==> src/hw/dispatch_pkg.sv <==
package dispatch_pkg;

    // machine sizes
    localparam int ROB_PAIRS = 16;
    localparam int PRF_NUM   = 64;

    // pointer width inside the allocator
    localparam int ROB_PTR_W = $clog2(ROB_PAIRS);

    // physical register number
    typedef logic [$clog2(PRF_NUM)-1:0] prf_num_t;

    // rob entry id is pair index with the slot bit below it
    typedef logic [7:0] rob_id_t;
    typedef logic [6:0] rob_pair_t;

    // allocator pointer and occupancy
    typedef logic [ROB_PTR_W-1:0] rob_ptr_t;
    typedef logic [ROB_PTR_W:0]   rob_count_t;

    typedef logic [5:0] uop_code_t;

    // no real work
    localparam uop_code_t NOP_U      = 6'h00;
    localparam uop_code_t MDBUBBLE_U = 6'h01;

    // plain alu and load examples
    localparam uop_code_t ADD_U      = 6'h02;
    localparam uop_code_t LW_U       = 6'h10;

    // stores
    localparam uop_code_t SB_U       = 6'h18;
    localparam uop_code_t SH_U       = 6'h19;
    localparam uop_code_t SW_U       = 6'h1a;
    localparam uop_code_t SWL_U      = 6'h1b;
    localparam uop_code_t SWR_U      = 6'h1c;

    // multiplies, hi and lo halves
    localparam uop_code_t MULTHI_U   = 6'h20;
    localparam uop_code_t MULTLO_U   = 6'h21;
    localparam uop_code_t MULTUHI_U  = 6'h22;
    localparam uop_code_t MULTULO_U  = 6'h23;

    // divide goes to the mdu too
    localparam uop_code_t DIV_U      = 6'h24;

    // target issue queue
    typedef enum logic [1:0] {
        RS_ALU = 2'd0,
        RS_MDU = 2'd1,
        RS_LSU = 2'd2
    } rs_type_e;

endpackage

==> src/hw/dispatch.sv <==
`timescale 1ns/1ns

module dispatch (
    input  logic                    clk,
    input  logic                    rst,
    input  logic                    inst0_valid_i,
    input  logic                    inst1_valid_i,
    input  dispatch_pkg::uop_code_t inst0_uop_i,
    input  dispatch_pkg::uop_code_t inst1_uop_i,
    input  dispatch_pkg::rs_type_e  inst0_rs_type_i,
    input  dispatch_pkg::rs_type_e  inst1_rs_type_i,
    input  logic                    inst0_priv_i,
    input  logic                    inst1_priv_i,
    input  dispatch_pkg::prf_num_t  inst0_dst_i,
    input  dispatch_pkg::prf_num_t  inst1_dst_i,
    input  logic                    inst0_dstwe_i,
    input  logic                    inst1_dstwe_i,
    input  logic                    rob_ready_i,
    input  logic                    rob_empty_i,
    input  dispatch_pkg::rob_pair_t rob_tail_i,
    output logic                    pause_o,
    output logic                    alloc_o,
    output logic                    alu_wen0_o,
    output logic                    alu_wen1_o,
    output dispatch_pkg::uop_code_t alu_uop0_o,
    output dispatch_pkg::uop_code_t alu_uop1_o,
    output dispatch_pkg::rob_id_t   alu_id0_o,
    output dispatch_pkg::rob_id_t   alu_id1_o,
    output dispatch_pkg::prf_num_t  alu_dst0_o,
    output dispatch_pkg::prf_num_t  alu_dst1_o,
    output logic                    mdu_wen_o,
    output dispatch_pkg::uop_code_t mdu_uop_o,
    output dispatch_pkg::rob_id_t   mdu_id_o,
    output dispatch_pkg::prf_num_t  mdu_dst_o,
    output logic                    mdu_is_mul_o,
    output logic                    lsu_wen0_o,
    output logic                    lsu_wen1_o,
    output dispatch_pkg::uop_code_t lsu_uop0_o,
    output dispatch_pkg::uop_code_t lsu_uop1_o,
    output dispatch_pkg::rob_id_t   lsu_id0_o,
    output dispatch_pkg::rob_id_t   lsu_id1_o,
    output dispatch_pkg::prf_num_t  lsu_dst0_o,
    output dispatch_pkg::prf_num_t  lsu_dst1_o,
    output logic                    lsu_is_store0_o,
    output logic                    lsu_is_store1_o,
    output logic                    set0_o,
    output logic                    set1_o,
    output dispatch_pkg::prf_num_t  set_num0_o,
    output dispatch_pkg::prf_num_t  set_num1_o
);
    import dispatch_pkg::*;

    // privileged op serialization
    typedef enum logic [2:0] {
        IDLE,
        WAIT0,
        WR0,
        WAIT1,
        WR1
    } state_e;

    state_e    state_q;
    state_e    state_d;
    logic      has_priv;

    // output lane 0, carries lane 1's op during WR1
    logic      lane0_valid;
    logic      lane1_valid;
    logic      lane0_from_inst1;
    uop_code_t lane0_uop;
    rs_type_e  lane0_rs_type;
    prf_num_t  lane0_dst;
    logic      lane0_dstwe;
    rob_id_t   id0;
    rob_id_t   id1;

    logic      alu0;
    logic      alu1;
    logic      lsu0;
    logic      lsu1;

    function automatic logic is_store(input uop_code_t uop);
        return (uop == SB_U) || (uop == SH_U) || (uop == SW_U) ||
               (uop == SWL_U) || (uop == SWR_U);
    endfunction

    function automatic logic is_mul(input uop_code_t uop);
        return (uop == MULTHI_U) || (uop == MULTLO_U) ||
               (uop == MULTUHI_U) || (uop == MULTULO_U);
    endfunction

    function automatic logic does_work(input uop_code_t uop);
        return (uop != NOP_U) && (uop != MDBUBBLE_U);
    endfunction

    assign has_priv = (inst0_valid_i && inst0_priv_i) || (inst1_valid_i && inst1_priv_i);

    always_ff @(posedge clk) begin
        if (rst) begin
            state_q <= IDLE;
        end else begin
            state_q <= state_d;
        end
    end

    always_comb begin
        state_d = state_q;
        case (state_q)
            IDLE: begin
                if (has_priv) begin
                    state_d = WAIT0;
                end
            end
            WAIT0: begin
                if (rob_empty_i) begin
                    state_d = WR0;
                end
            end
            WR0: begin
                state_d = inst1_valid_i ? WAIT1 : IDLE;
            end
            WAIT1: begin
                if (rob_empty_i) begin
                    state_d = WR1;
                end
            end
            default: begin
                state_d = IDLE;
            end
        endcase
    end

    // the last write of a serialized pair returns to IDLE, which releases rename
    assign pause_o = !rob_ready_i || (state_d != IDLE);

    always_comb begin
        lane0_valid = 1'b0;
        lane1_valid = 1'b0;
        case (state_q)
            IDLE: begin
                lane0_valid = inst0_valid_i && !pause_o;
                lane1_valid = inst1_valid_i && !pause_o;
            end
            WR0: begin
                lane0_valid = inst0_valid_i;
            end
            WR1: begin
                lane0_valid = inst1_valid_i;
            end
            default: begin
                lane0_valid = 1'b0;
                lane1_valid = 1'b0;
            end
        endcase
    end

    assign lane0_from_inst1 = (state_q == WR1);
    assign lane0_uop     = lane0_from_inst1 ? inst1_uop_i     : inst0_uop_i;
    assign lane0_rs_type = lane0_from_inst1 ? inst1_rs_type_i : inst0_rs_type_i;
    assign lane0_dst     = lane0_from_inst1 ? inst1_dst_i     : inst0_dst_i;
    assign lane0_dstwe   = lane0_from_inst1 ? inst1_dstwe_i   : inst0_dstwe_i;

    // both lanes share the tail pair
    assign id0 = {rob_tail_i, 1'b0};
    assign id1 = {rob_tail_i, 1'b1};

    assign alloc_o = lane0_valid || lane1_valid;

    assign alu0 = lane0_valid && (lane0_rs_type == RS_ALU);
    assign alu1 = lane1_valid && (inst1_rs_type_i == RS_ALU);
    assign lsu0 = lane0_valid && (lane0_rs_type == RS_LSU);
    assign lsu1 = lane1_valid && (inst1_rs_type_i == RS_LSU);

    // alu slots packed from 0
    assign alu_wen0_o = alu0 || alu1;
    assign alu_wen1_o = alu0 && alu1;
    assign alu_uop0_o = alu0 ? lane0_uop : inst1_uop_i;
    assign alu_id0_o  = alu0 ? id0 : id1;
    assign alu_dst0_o = alu0 ? lane0_dst : inst1_dst_i;
    assign alu_uop1_o = inst1_uop_i;
    assign alu_id1_o  = id1;
    assign alu_dst1_o = inst1_dst_i;

    // mdu only takes lane 0
    assign mdu_wen_o    = lane0_valid && (lane0_rs_type == RS_MDU);
    assign mdu_uop_o    = lane0_uop;
    assign mdu_id_o     = id0;
    assign mdu_dst_o    = lane0_dst;
    assign mdu_is_mul_o = is_mul(lane0_uop);

    // lsu slots packed like the alu
    assign lsu_wen0_o      = lsu0 || lsu1;
    assign lsu_wen1_o      = lsu0 && lsu1;
    assign lsu_uop0_o      = lsu0 ? lane0_uop : inst1_uop_i;
    assign lsu_id0_o       = lsu0 ? id0 : id1;
    assign lsu_dst0_o      = lsu0 ? lane0_dst : inst1_dst_i;
    assign lsu_is_store0_o = lsu0 ? is_store(lane0_uop) : is_store(inst1_uop_i);
    assign lsu_uop1_o      = inst1_uop_i;
    assign lsu_id1_o       = id1;
    assign lsu_dst1_o      = inst1_dst_i;
    assign lsu_is_store1_o = is_store(inst1_uop_i);

    // busy set, each lane on its own valid
    assign set0_o     = lane0_valid && lane0_dstwe && does_work(lane0_uop);
    assign set1_o     = lane1_valid && inst1_dstwe_i && does_work(inst1_uop_i);
    assign set_num0_o = lane0_dst;
    assign set_num1_o = inst1_dst_i;

endmodule

==> src/hw/rob_alloc.sv <==
`timescale 1ns/1ns

module rob_alloc (
    input  logic                    clk,
    input  logic                    rst,
    input  logic                    alloc_i,
    input  logic                    commit_i,
    output dispatch_pkg::rob_pair_t tail_o,
    output logic                    ready_o,
    output logic                    empty_o
);
    import dispatch_pkg::*;

    rob_ptr_t   head_q;
    rob_ptr_t   tail_q;
    rob_count_t count_q;
    logic       full;
    logic       do_alloc;
    logic       do_commit;

    assign full = (count_q == rob_count_t'(ROB_PAIRS));

    // equal pointers mean empty unless the count says full
    assign empty_o = (head_q == tail_q) && !full;
    assign ready_o = !full;
    assign tail_o  = rob_pair_t'(tail_q);

    // commit on an empty rob is dropped
    assign do_alloc  = alloc_i && !full;
    assign do_commit = commit_i && !empty_o;

    always_ff @(posedge clk) begin
        if (rst) begin
            head_q  <= '0;
            tail_q  <= '0;
            count_q <= '0;
        end else begin
            // ROB_PAIRS is a power of two so pointers wrap on overflow
            if (do_alloc) begin
                tail_q <= tail_q + 1'b1;
            end
            if (do_commit) begin
                head_q <= head_q + 1'b1;
            end
            if (do_alloc && !do_commit) begin
                count_q <= count_q + 1'b1;
            end else if (do_commit && !do_alloc) begin
                count_q <= count_q - 1'b1;
            end
        end
    end

endmodule

==> src/hw/busy_table.sv <==
`timescale 1ns/1ns

module busy_table (
    input  logic                   clk,
    input  logic                   rst,
    input  logic                   set0_i,
    input  logic                   set1_i,
    input  dispatch_pkg::prf_num_t set_num0_i,
    input  dispatch_pkg::prf_num_t set_num1_i,
    input  logic                   wb_i,
    input  dispatch_pkg::prf_num_t wb_num_i,
    input  dispatch_pkg::prf_num_t rd_num_i,
    output logic                   busy_o
);
    import dispatch_pkg::*;

    logic [PRF_NUM-1:0] busy_q;
    logic [PRF_NUM-1:0] busy_d;

    always_comb begin
        busy_d = busy_q;
        for (int i = 0; i < PRF_NUM; i++) begin
            if (wb_i && (wb_num_i == prf_num_t'(i))) begin
                busy_d[i] = 1'b0;
            end
            // set after clear, so a dispatch beats a same-cycle writeback
            if ((set0_i && (set_num0_i == prf_num_t'(i))) ||
                (set1_i && (set_num1_i == prf_num_t'(i)))) begin
                busy_d[i] = 1'b1;
            end
        end
    end

    always_ff @(posedge clk) begin
        if (rst) begin
            busy_q <= '0;
        end else begin
            busy_q <= busy_d;
        end
    end

    // combinational read port
    assign busy_o = busy_q[rd_num_i];

endmodule

==> src/hw/dispatch_top.sv <==
`timescale 1ns/1ns

module dispatch_top (
    input  logic                    clk,
    input  logic                    rst,
    input  logic                    inst0_valid_i,
    input  logic                    inst1_valid_i,
    input  dispatch_pkg::uop_code_t inst0_uop_i,
    input  dispatch_pkg::uop_code_t inst1_uop_i,
    input  dispatch_pkg::rs_type_e  inst0_rs_type_i,
    input  dispatch_pkg::rs_type_e  inst1_rs_type_i,
    input  logic                    inst0_priv_i,
    input  logic                    inst1_priv_i,
    input  dispatch_pkg::prf_num_t  inst0_dst_i,
    input  dispatch_pkg::prf_num_t  inst1_dst_i,
    input  logic                    inst0_dstwe_i,
    input  logic                    inst1_dstwe_i,
    input  logic                    commit_i,
    input  logic                    wb_i,
    input  dispatch_pkg::prf_num_t  wb_num_i,
    input  dispatch_pkg::prf_num_t  rd_num_i,
    output logic                    pause_o,
    output logic                    alu_wen0_o,
    output logic                    alu_wen1_o,
    output dispatch_pkg::uop_code_t alu_uop0_o,
    output dispatch_pkg::uop_code_t alu_uop1_o,
    output dispatch_pkg::rob_id_t   alu_id0_o,
    output dispatch_pkg::rob_id_t   alu_id1_o,
    output dispatch_pkg::prf_num_t  alu_dst0_o,
    output dispatch_pkg::prf_num_t  alu_dst1_o,
    output logic                    mdu_wen_o,
    output dispatch_pkg::uop_code_t mdu_uop_o,
    output dispatch_pkg::rob_id_t   mdu_id_o,
    output dispatch_pkg::prf_num_t  mdu_dst_o,
    output logic                    mdu_is_mul_o,
    output logic                    lsu_wen0_o,
    output logic                    lsu_wen1_o,
    output dispatch_pkg::uop_code_t lsu_uop0_o,
    output dispatch_pkg::uop_code_t lsu_uop1_o,
    output dispatch_pkg::rob_id_t   lsu_id0_o,
    output dispatch_pkg::rob_id_t   lsu_id1_o,
    output dispatch_pkg::prf_num_t  lsu_dst0_o,
    output dispatch_pkg::prf_num_t  lsu_dst1_o,
    output logic                    lsu_is_store0_o,
    output logic                    lsu_is_store1_o,
    output logic                    busy_o
);
    import dispatch_pkg::*;

    // dispatch to allocator
    logic      alloc;
    logic      rob_ready;
    logic      rob_empty;
    rob_pair_t rob_tail;

    // dispatch to scoreboard
    logic      set0;
    logic      set1;
    prf_num_t  set_num0;
    prf_num_t  set_num1;

    dispatch u_dispatch (
        .clk             (clk),
        .rst             (rst),
        .inst0_valid_i   (inst0_valid_i),
        .inst1_valid_i   (inst1_valid_i),
        .inst0_uop_i     (inst0_uop_i),
        .inst1_uop_i     (inst1_uop_i),
        .inst0_rs_type_i (inst0_rs_type_i),
        .inst1_rs_type_i (inst1_rs_type_i),
        .inst0_priv_i    (inst0_priv_i),
        .inst1_priv_i    (inst1_priv_i),
        .inst0_dst_i     (inst0_dst_i),
        .inst1_dst_i     (inst1_dst_i),
        .inst0_dstwe_i   (inst0_dstwe_i),
        .inst1_dstwe_i   (inst1_dstwe_i),
        .rob_ready_i     (rob_ready),
        .rob_empty_i     (rob_empty),
        .rob_tail_i      (rob_tail),
        .pause_o         (pause_o),
        .alloc_o         (alloc),
        .alu_wen0_o      (alu_wen0_o),
        .alu_wen1_o      (alu_wen1_o),
        .alu_uop0_o      (alu_uop0_o),
        .alu_uop1_o      (alu_uop1_o),
        .alu_id0_o       (alu_id0_o),
        .alu_id1_o       (alu_id1_o),
        .alu_dst0_o      (alu_dst0_o),
        .alu_dst1_o      (alu_dst1_o),
        .mdu_wen_o       (mdu_wen_o),
        .mdu_uop_o       (mdu_uop_o),
        .mdu_id_o        (mdu_id_o),
        .mdu_dst_o       (mdu_dst_o),
        .mdu_is_mul_o    (mdu_is_mul_o),
        .lsu_wen0_o      (lsu_wen0_o),
        .lsu_wen1_o      (lsu_wen1_o),
        .lsu_uop0_o      (lsu_uop0_o),
        .lsu_uop1_o      (lsu_uop1_o),
        .lsu_id0_o       (lsu_id0_o),
        .lsu_id1_o       (lsu_id1_o),
        .lsu_dst0_o      (lsu_dst0_o),
        .lsu_dst1_o      (lsu_dst1_o),
        .lsu_is_store0_o (lsu_is_store0_o),
        .lsu_is_store1_o (lsu_is_store1_o),
        .set0_o          (set0),
        .set1_o          (set1),
        .set_num0_o      (set_num0),
        .set_num1_o      (set_num1)
    );

    rob_alloc u_rob_alloc (
        .clk      (clk),
        .rst      (rst),
        .alloc_i  (alloc),
        .commit_i (commit_i),
        .tail_o   (rob_tail),
        .ready_o  (rob_ready),
        .empty_o  (rob_empty)
    );

    busy_table u_busy_table (
        .clk        (clk),
        .rst        (rst),
        .set0_i     (set0),
        .set1_i     (set1),
        .set_num0_i (set_num0),
        .set_num1_i (set_num1),
        .wb_i       (wb_i),
        .wb_num_i   (wb_num_i),
        .rd_num_i   (rd_num_i),
        .busy_o     (busy_o)
    );

endmodule

==> config.mk <==
export PLATFORM = sky130hd
export DESIGN_NAME = dispatch_top
export DESIGN_NICKNAME = d
export VERILOG_FILES = /design/src/hw/dispatch_pkg.sv /design/src/hw/dispatch.sv /design/src/hw/rob_alloc.sv /design/src/hw/busy_table.sv /design/src/hw/dispatch_top.sv
export SDC_FILE = /design/constraint.sdc
export NUM_CORES = 1
export LEC_CHECK = 0
export ABC_AREA = 1
export BUFFER_PORTS_ARGS = -buffer_cell sky130_fd_sc_hd__buf_2
export CAP_MARGIN = 20
export CORE_ASPECT_RATIO = 1.2
export CORE_MARGIN = 2
export CORE_UTILIZATION = 25
export CTS_CLUSTER_SIZE = 40
export DETAILED_ROUTE_END_ITERATION = 7
export GPL_ROUTABILITY_DRIVEN = 0
export GPL_TIMING_DRIVEN = 0
export HOLD_SLACK_MARGIN = 0.08
export PLACE_DENSITY_LB_ADDON = 0.15
export SYNTH_ARGS = -nofsm -noshare
export SYNTH_HDL_FRONTEND = slang
export SYNTH_SLANG_ARGS = --single-unit
==> constraint.sdc <==
create_clock -name clk -period 2.9 [get_ports clk]
set_clock_uncertainty 0.2 [all_clocks]
set_input_delay 0.58 -clock clk [delete_from_list [all_inputs] [get_ports clk]]
set_output_delay 0.58 -clock clk [all_outputs]
set_load 0.05 [all_outputs]
==> results by group, run 1 <==
Placed design
  – DP Area: 8391 um^2
  – Place WS: -755.7 ps
  – Final HPWL DP: 24.47 mm
  – Port Buffers: 138

Route
  – DRC Markers: 0
  – DR iter-0 viols: 762
  – ANT nets after route: 0
  – Final WL: 32.25 mm
  – WL per Instance: 18.68 um
  – Routed vias: 8483
  – DR vias/cell: 4.915
  – DR pass1 iterations: 6

Pwr
  – Internal: 0.003401 W
  – Flop pwr share: 19.8%
  – Clock share of power: 20.7%
  – Leakage: 4.340 nW
  – Net Switching: 0.002933 W
  – PwrDens: 646.8 nW/um^2
  – Worst vdd ir: 481.2 uV
  – Sw frac: 46.30%
  – Comb pwr share: 59.5%

Run status
  – Violated checks: setup timing
  – Outcome: complete, but fails checks

STA
  – RSZ-0062 raised after global routing: yes
  – Pins Over Slew Limit: 0
  – Post-route setup slack: -291.9 ps
  – Slew @ Worst Pin: 922.4 ps
  – Tcrit/Tclk final: 110.1%
  – Final setup fails: 34
  – Slew HR: 38.51%
  – Final-report hold violation count: 0
  – Minimum clock period: 3192 ps
  – Max Fclk: 0.3133 GHz

CTS
  – H-tree depth: 3
  – Root Buffer: clkbuf_16
  – Clk Latency, worst-skew pair: 350 ps
  – Number of CTS-inserted buffers: 9
  – Worst-path clk slew: 70 ps
  – CTS sink cnt: 80
  – CTS tree: done
  – Clk buf depth: 2

Final layout
  – Register area: 1624 um^2
  – Final core utilization: 36.04%
  – FILL cells: 3037
  – Area of the multi-input gates: 4497 um^2
  – Synthesis-to-finish area growth: 41.80%
  – Diodes inserted: 0
  – Fin nets: 1438
  – Final Instance Area: 9792 um^2
  – Share of cells above drive strength 1: 30.45%

Synth
  – Post-synth top cells: nor2_1 (225), nand2_1 (200), inv_1 (160), a21oi_1 (98), dfxtp_1 (80)
  – Synthesis-stage register bit count: 80
  – Area of the mapped netlist: 6905 um^2
  – Seq/Total Area, Yosys: 23.19%
  – Top cells by area, synth: dfxtp_1 (23%), nor2_1 (12%), nand2_1 (11%), inv_1 (8.7%), a21oi_1 (7.1%)
  – Cell count after synthesis: 1173
  – Count leader, synth: nor2_1
  – Avg Cell Area, Syn: 5.887 um^2
  – Yosys top cell by area: dfxtp_1
  – Async set-reset flop share out of synthesis: 0%
  – Main synth FF type: dfxtp_1
  – Yosys warns: 0
  – Synth top area share: 23.19%
  – Post-synth EDFFs: 0
  – Netlist cell types: 45

Worst setup path
  – Crit end category: output pin
  – Worst EP arrival: 2410 ps
  – Most frequent CP cell: nand2_2
  – Critical-path top delay cell: dfxtp_4
  – Max incr delay on CP: 360 ps
  – Worst Path Class, Setup: reg -> out
  – CP Launch Type: flop
  – CP cell instances: inv_2 -> nand2_2 -> nand2_2 -> nor2_4 -> buf_4 -> nand4_1 -> nand2_2 -> nor2_4 -> nand3_4 -> nand2_4 -> inv_4 -> nor2_8 -> inv_4 -> buf_12 -> o21ai_4 -> buf_8
  – CP top delay family: simple AND/OR/NAND/NOR gates
  – Maximum fanout along the worst path: 6
  – Buffers and inverters on the worst path: 6
  – Required @ worst endpoint: 2120 ps

Global route
  – Largest net degree at the start of global routing: 16
  – Global-route wire length before repair: 47.55 mm
  – Vias in the first global route: 7932
  – Overflow after GRT: 0
  – Initial antenna violation count: 0
  – Total track usage: 22.01%

Flow run
  – Max-Cap Viols: 0

Die
  – I/O Pins: 160
  – Die H: 186.1 um
  – DIE AREA: 28970 um^2
  – Effective utilization at floorplan: 25.42%
  – Die X: 155.7 um
  – Core area: 27170 um^2
  – # rows: 66

Hold path
  – Worst min-delay path class: reg -> reg
==> routing by layer <==
layer | GRT usage [%] | part of all wire, % | up-vias
met3 | 4.307 | 7.0 | 80
met5 | 0 | 0 | -
met4 | 11.49 | 5.2 | 0
li1 | - | - | 4113
met2 | 37.31 | 48 | 381
met1 | 26.36 | 40 | 3909
==> registers in the layout, indices dropped and copies added (netlist names) <==
register             flops
u_rob_alloc.count_q      5
u_rob_alloc.head_q       4
u_rob_alloc.tail_q       4
u_dispatch.state_q       3
u_busy_table.busy_q     64
==> repair_timing <==
action / CTS / global route
endpoints found under the setup margin: 37 / 47
cloned: 2 / 3
hold endpoints to repair: 0 / 0
pin swaps: 11 / 25
setup buffers: 27 / 10
hold buffers: 0 / 0
gates resized for setup: 140 / 94
==> final timing paths <==
path,start,to,cells past startpoint,slack (ps)
hold / removal,u_rob_alloc.count_q[0],u_rob_alloc.count_q[0],1,280
setup reg to reg,u_rob_alloc.tail_q[3],u_rob_alloc.count_q[4],24,-150
setup / recovery,u_rob_alloc.tail_q[3],lsu_uop0_o[1],16,-290
hold reg to reg,u_rob_alloc.count_q[0],u_rob_alloc.count_q[0],1,280
==> layout by cell type, fill, tap and decap left out, drive strengths merged <==
cell    count
inv       169
xor2        2
bufinv      2
a21boi     22
nor4        1
buf       271
nand2     202
a221oi      2
o31ai       3
o221ai      1
nand3      55
o21ai      85
o2111a      1
nor3       20
a211oi      6
clkinv      5
fa          1
clkbuf     33
o21a        4
a21oi      99
ha          6
nand3b      2
o22ai       3
xnor2       2
a31oi       4
o211ai      1
nand4      53
nor2      232
nor3b       1
conb       18
dfxtp      80
==> area by class of cell <==
class | count | area share, %
inverter | 169 | 6.632
clock inverter | 7 | 1.048
buffer | 114 | 9.034
multi-input combinational | 826 | 45.92
sequential | 80 | 16.59
tap | 340 | 4.344
timing repair buffer | 181 | 14.13
clock buffer | 9 | 2.300
==> power by group through the flow <==
stage / clock network (W) / logic (W) / registers (W)
after global routing: 0.00138 / 0.00404 / 0.00126
after CTS: 0.00133 / 0.00344 / 0.00125
final: 0.00131 / 0.00377 / 0.00126
after detailed placement: 0 / 0.00299 / 0.00129
after floorplan: 0 / 0.00229 / 0.00130
after global placement: 0 / 0.00298 / 0.00129
==> cell families after synthesis <==
group | count (synthesis) | synth area share, %
buf+inv | 283 | 20.33
simple gates | 566 | 35.41
xor+xnor | 4 | 0.5074
flops | 80 | 23.19
other cells | 2 | 0.1088
compound gates | 231 | 19.08
fa+ha+maj | 7 | 1.377
==> through the flow <==
step                setup TNS, ps  cells  hold slack [ps]  power (W)
floorplan                   -1912   1189            223.6   0.003597
detailed placement          -8155   1668            244.9   0.004281
CTS                         -6964   1713            277.2   0.006021
finish                      -7735   1726            275.8   0.006333
global placement           -15290   1667            240.0   0.004267
global route               -11930   1726            306.7   0.006683
==> worst register-to-register path, delay by kind of cell, from the launching register on <==
family | cells | cell delay, ps
compound gates | 3 | 400
fa+ha+maj | 2 | 410
buf+inv | 5 | 470
flops | 1 | 360
simple gates | 14 | 1100
Note: power is estimated with default switching activity, not from simulation.
==> run 2: changes to the inputs <==
==> constraint.sdc (replaced) <==
create_clock -name clk -period 3.3 [get_ports clk]
set_clock_uncertainty 0.2 [all_clocks]
set_input_delay 0.66 -clock clk [delete_from_list [all_inputs] [get_ports clk]]
set_output_delay 0.66 -clock clk [all_outputs]
set_load 0.05 [all_outputs]
==> results by group, run 2 (synthesized netlist as in run 1, its figures left out) <==
Pwr
  – Clock share of power: 20.6%
  – Worst vdd ir: 391.8 uV
  – Leakage: 4.182 nW
  – Comb pwr share: 58.4%
  – PwrDens: 565.3 nW/um^2
  – Flop pwr share: 21.0%
  – Sw frac: 47.54%
  – Net Switching: 0.002509 W
  – Internal: 0.002769 W

Placed design
  – Place WS: -458.8 ps
  – Final HPWL DP: 24.19 mm
  – Port Buffers: 138
  – DP Area: 8168 um^2

Route
  – DRC Markers: 0
  – ANT nets after route: 0
  – DR vias/cell: 4.912
  – WL per Instance: 18.59 um
  – DR iter-0 viols: 782
  – Final WL: 31.90 mm
  – Routed vias: 8429
  – DR pass1 iterations: 5

Die
  – Die H: 186.1 um
  – Die X: 155.7 um
  – I/O Pins: 160
  – Core area: 27170 um^2
  – DIE AREA: 28970 um^2
  – # rows: 66
  – Effective utilization at floorplan: 25.42%

STA
  – TNS Setup: -3.371 ps
  – Pins Over Slew Limit: 0
  – Minimum clock period: 3303 ps
  – Final setup fails: 1
  – Tcrit/Tclk final: 100.1%
  – Slew HR: 28.88%
  – Final-report hold violation count: 0
  – Slew @ Worst Pin: 1059 ps
  – Max Fclk: 0.3027 GHz
  – Post-route setup slack: -3.371 ps
  – RSZ-0062 raised after global routing: yes

Hold path
  – Worst min-delay path class: reg -> reg

CTS
  – CTS sink cnt: 80
  – Number of CTS-inserted buffers: 9
  – Root Buffer: clkbuf_16
  – Clk Latency, worst-skew pair: 350 ps
  – Worst-path clk slew: 70 ps
  – Post-CTS Hold Fix Bufs: 0
  – Clk buf depth: 2
  – H-tree depth: 3
  – CTS tree: done

Final layout
  – Largest reg by FF count: u_busy_table.busy_q
  – Final Instance Area: 9336 um^2
  – Diodes inserted: 0
  – Most frequent cells in the layout: nor2_1 (221), nand2_1 (173), inv_1 (152)
  – Biggest regs: u_busy_table.busy_q: 64 flops, u_rob_alloc.count_q: 5 flops
  – Share of cells above drive strength 1: 28.63%
  – Most common cell after layout, fill and taps aside: nor2_1
  – Synthesis-to-finish area growth: 35.21%
  – Max reg flops: 64
  – Fin nets: 1428

Worst setup path
  – Worst reg2reg path startpoint: u_rob_alloc.head_q[1]
  – Reg2Reg Setup Slack: 190 ps
  – Crit. Startpoint: u_rob_alloc.head_q[1]
  – Worst EP arrival: 2440 ps
  – Required @ worst endpoint: 2440 ps
  – Worst Reg-to-Reg Cells: 23
  – CP Launch Type: flop
  – Reg-to-reg critical path endpoint: u_rob_alloc.count_q[4]
  – Setup crit end: lsu_uop0_o[2]
  – Maximum fanout along the worst path: 5
  – Crit end category: output pin
  – Worst Path Class, Setup: reg -> out

Global route
  – Vias in the first global route: 7806
  – Global-route wire length before repair: 46.44 mm
  – Initial antenna violation count: 1
  – Largest net degree at the start of global routing: 16
  – Overflow after GRT: 0
  – Total track usage: 21.49%

Run status
  – Violated checks: setup timing
  – Outcome: complete, but fails checks

Flow run
  – Max-Cap Viols: 0
[run 2: changes by cell type in the layout (fill, tap and decap cells not counted), sizes merged]
| cell | before | now |
|---|---|---|
| inv | 169 | 167 |
| clkinv | 5 | 6 |
| clkinvlp | 0 | 2 |
| buf | 271 | 256 |
| bufinv | 2 | 1 |
| clkbuf | 33 | 38 |
[run 2: cell type report]
| type | instances | area (um^2) |
|---|---|---|
| Tap cell | 340 | 425.4 |
| Sequential cell | 80 | 1625 |
| Buffer | 114 | 839.6 |
| Clock buffer | 9 | 225.2 |
| Timing Repair Buffer | 171 | 1175 |
| Clock inverter | 7 | 80.08 |
| Inverter | 169 | 643.1 |
| Multi-Input combinational cell | 826 | 4323 |
| Fill cell | 3042 | 17830 |
[run 2: power by group through the flow]
stage          Combinational (W)  Clock, W  Sequential (W)
6_report                 0.00308   0.00109         0.00111
5_1_grt                  0.00334   0.00113         0.00112
4_1_cts                  0.00273   0.00109         0.00110
3_5_place_dp             0.00242         0         0.00113
3_3_place_gp             0.00241         0         0.00113
2_1_floorplan            0.00184         0         0.00114
[run 2: metal layers]
layer / vias to the layer above / track usage (%) / routed length (um)
li1: 4102 / - / -
met1: 3875 / 26.17 / 12970
met2: 361 / 36.37 / 15020
met3: 91 / 3.492 / 2239
met4: 0 / 11.38 / 1671
met5: - / 0 / 0
[run 2: what timing repair did]
item                       4_1_cts  5_1_grt
setup buffers                   24        7
pin swaps                       10       19
gates resized for setup         77      108
setup endpoints to repair       34       33
cloned                           1        1
[run 2: worst min path at each step]
stage	from	end	slack (ps)	cells after the start
after floorplan	u_rob_alloc.count_q[0]	u_rob_alloc.count_q[0]	220	1
after global placement	u_rob_alloc.count_q[0]	u_rob_alloc.count_q[0]	240	1
after detailed placement	u_rob_alloc.count_q[0]	u_rob_alloc.count_q[0]	250	1
after CTS	u_rob_alloc.head_q[3]	u_rob_alloc.head_q[3]	280	2
after global routing	u_rob_alloc.head_q[3]	u_rob_alloc.head_q[3]	290	2
final	u_rob_alloc.count_q[0]	u_rob_alloc.count_q[0]	280	1
[run 2: through the flow]
step | hold slack (ps) | std cells | power [W] | util (%)
2_1_floorplan | 223.6 | 1189 | 0.002983 | -
3_3_place_gp | 240.6 | 1667 | 0.003546 | 30.05
3_5_place_dp | 254.5 | 1667 | 0.003555 | 30.06
4_1_cts | 279.3 | 1708 | 0.004921 | 32.73
5_1_grt | 294.7 | 1716 | 0.005589 | 34.36
6_report | 278.0 | 1716 | 0.005278 | 34.36
[run 2: critical path, stage by stage, from the launching register on]
cell and delay [ps]:
dfxtp_2 360, inv_2 50, nand2_2 70, nand2_2 60, nor2_4 150, nand3_4 100
nand2_4 100, nand2_4 60, nor2_4 200, nand3_4 120, nand2_4 110, inv_4 50
nor2_8 110, buf_6 140, buf_12 120, nand2_2 50, o21ai_2 60, buf_6 170
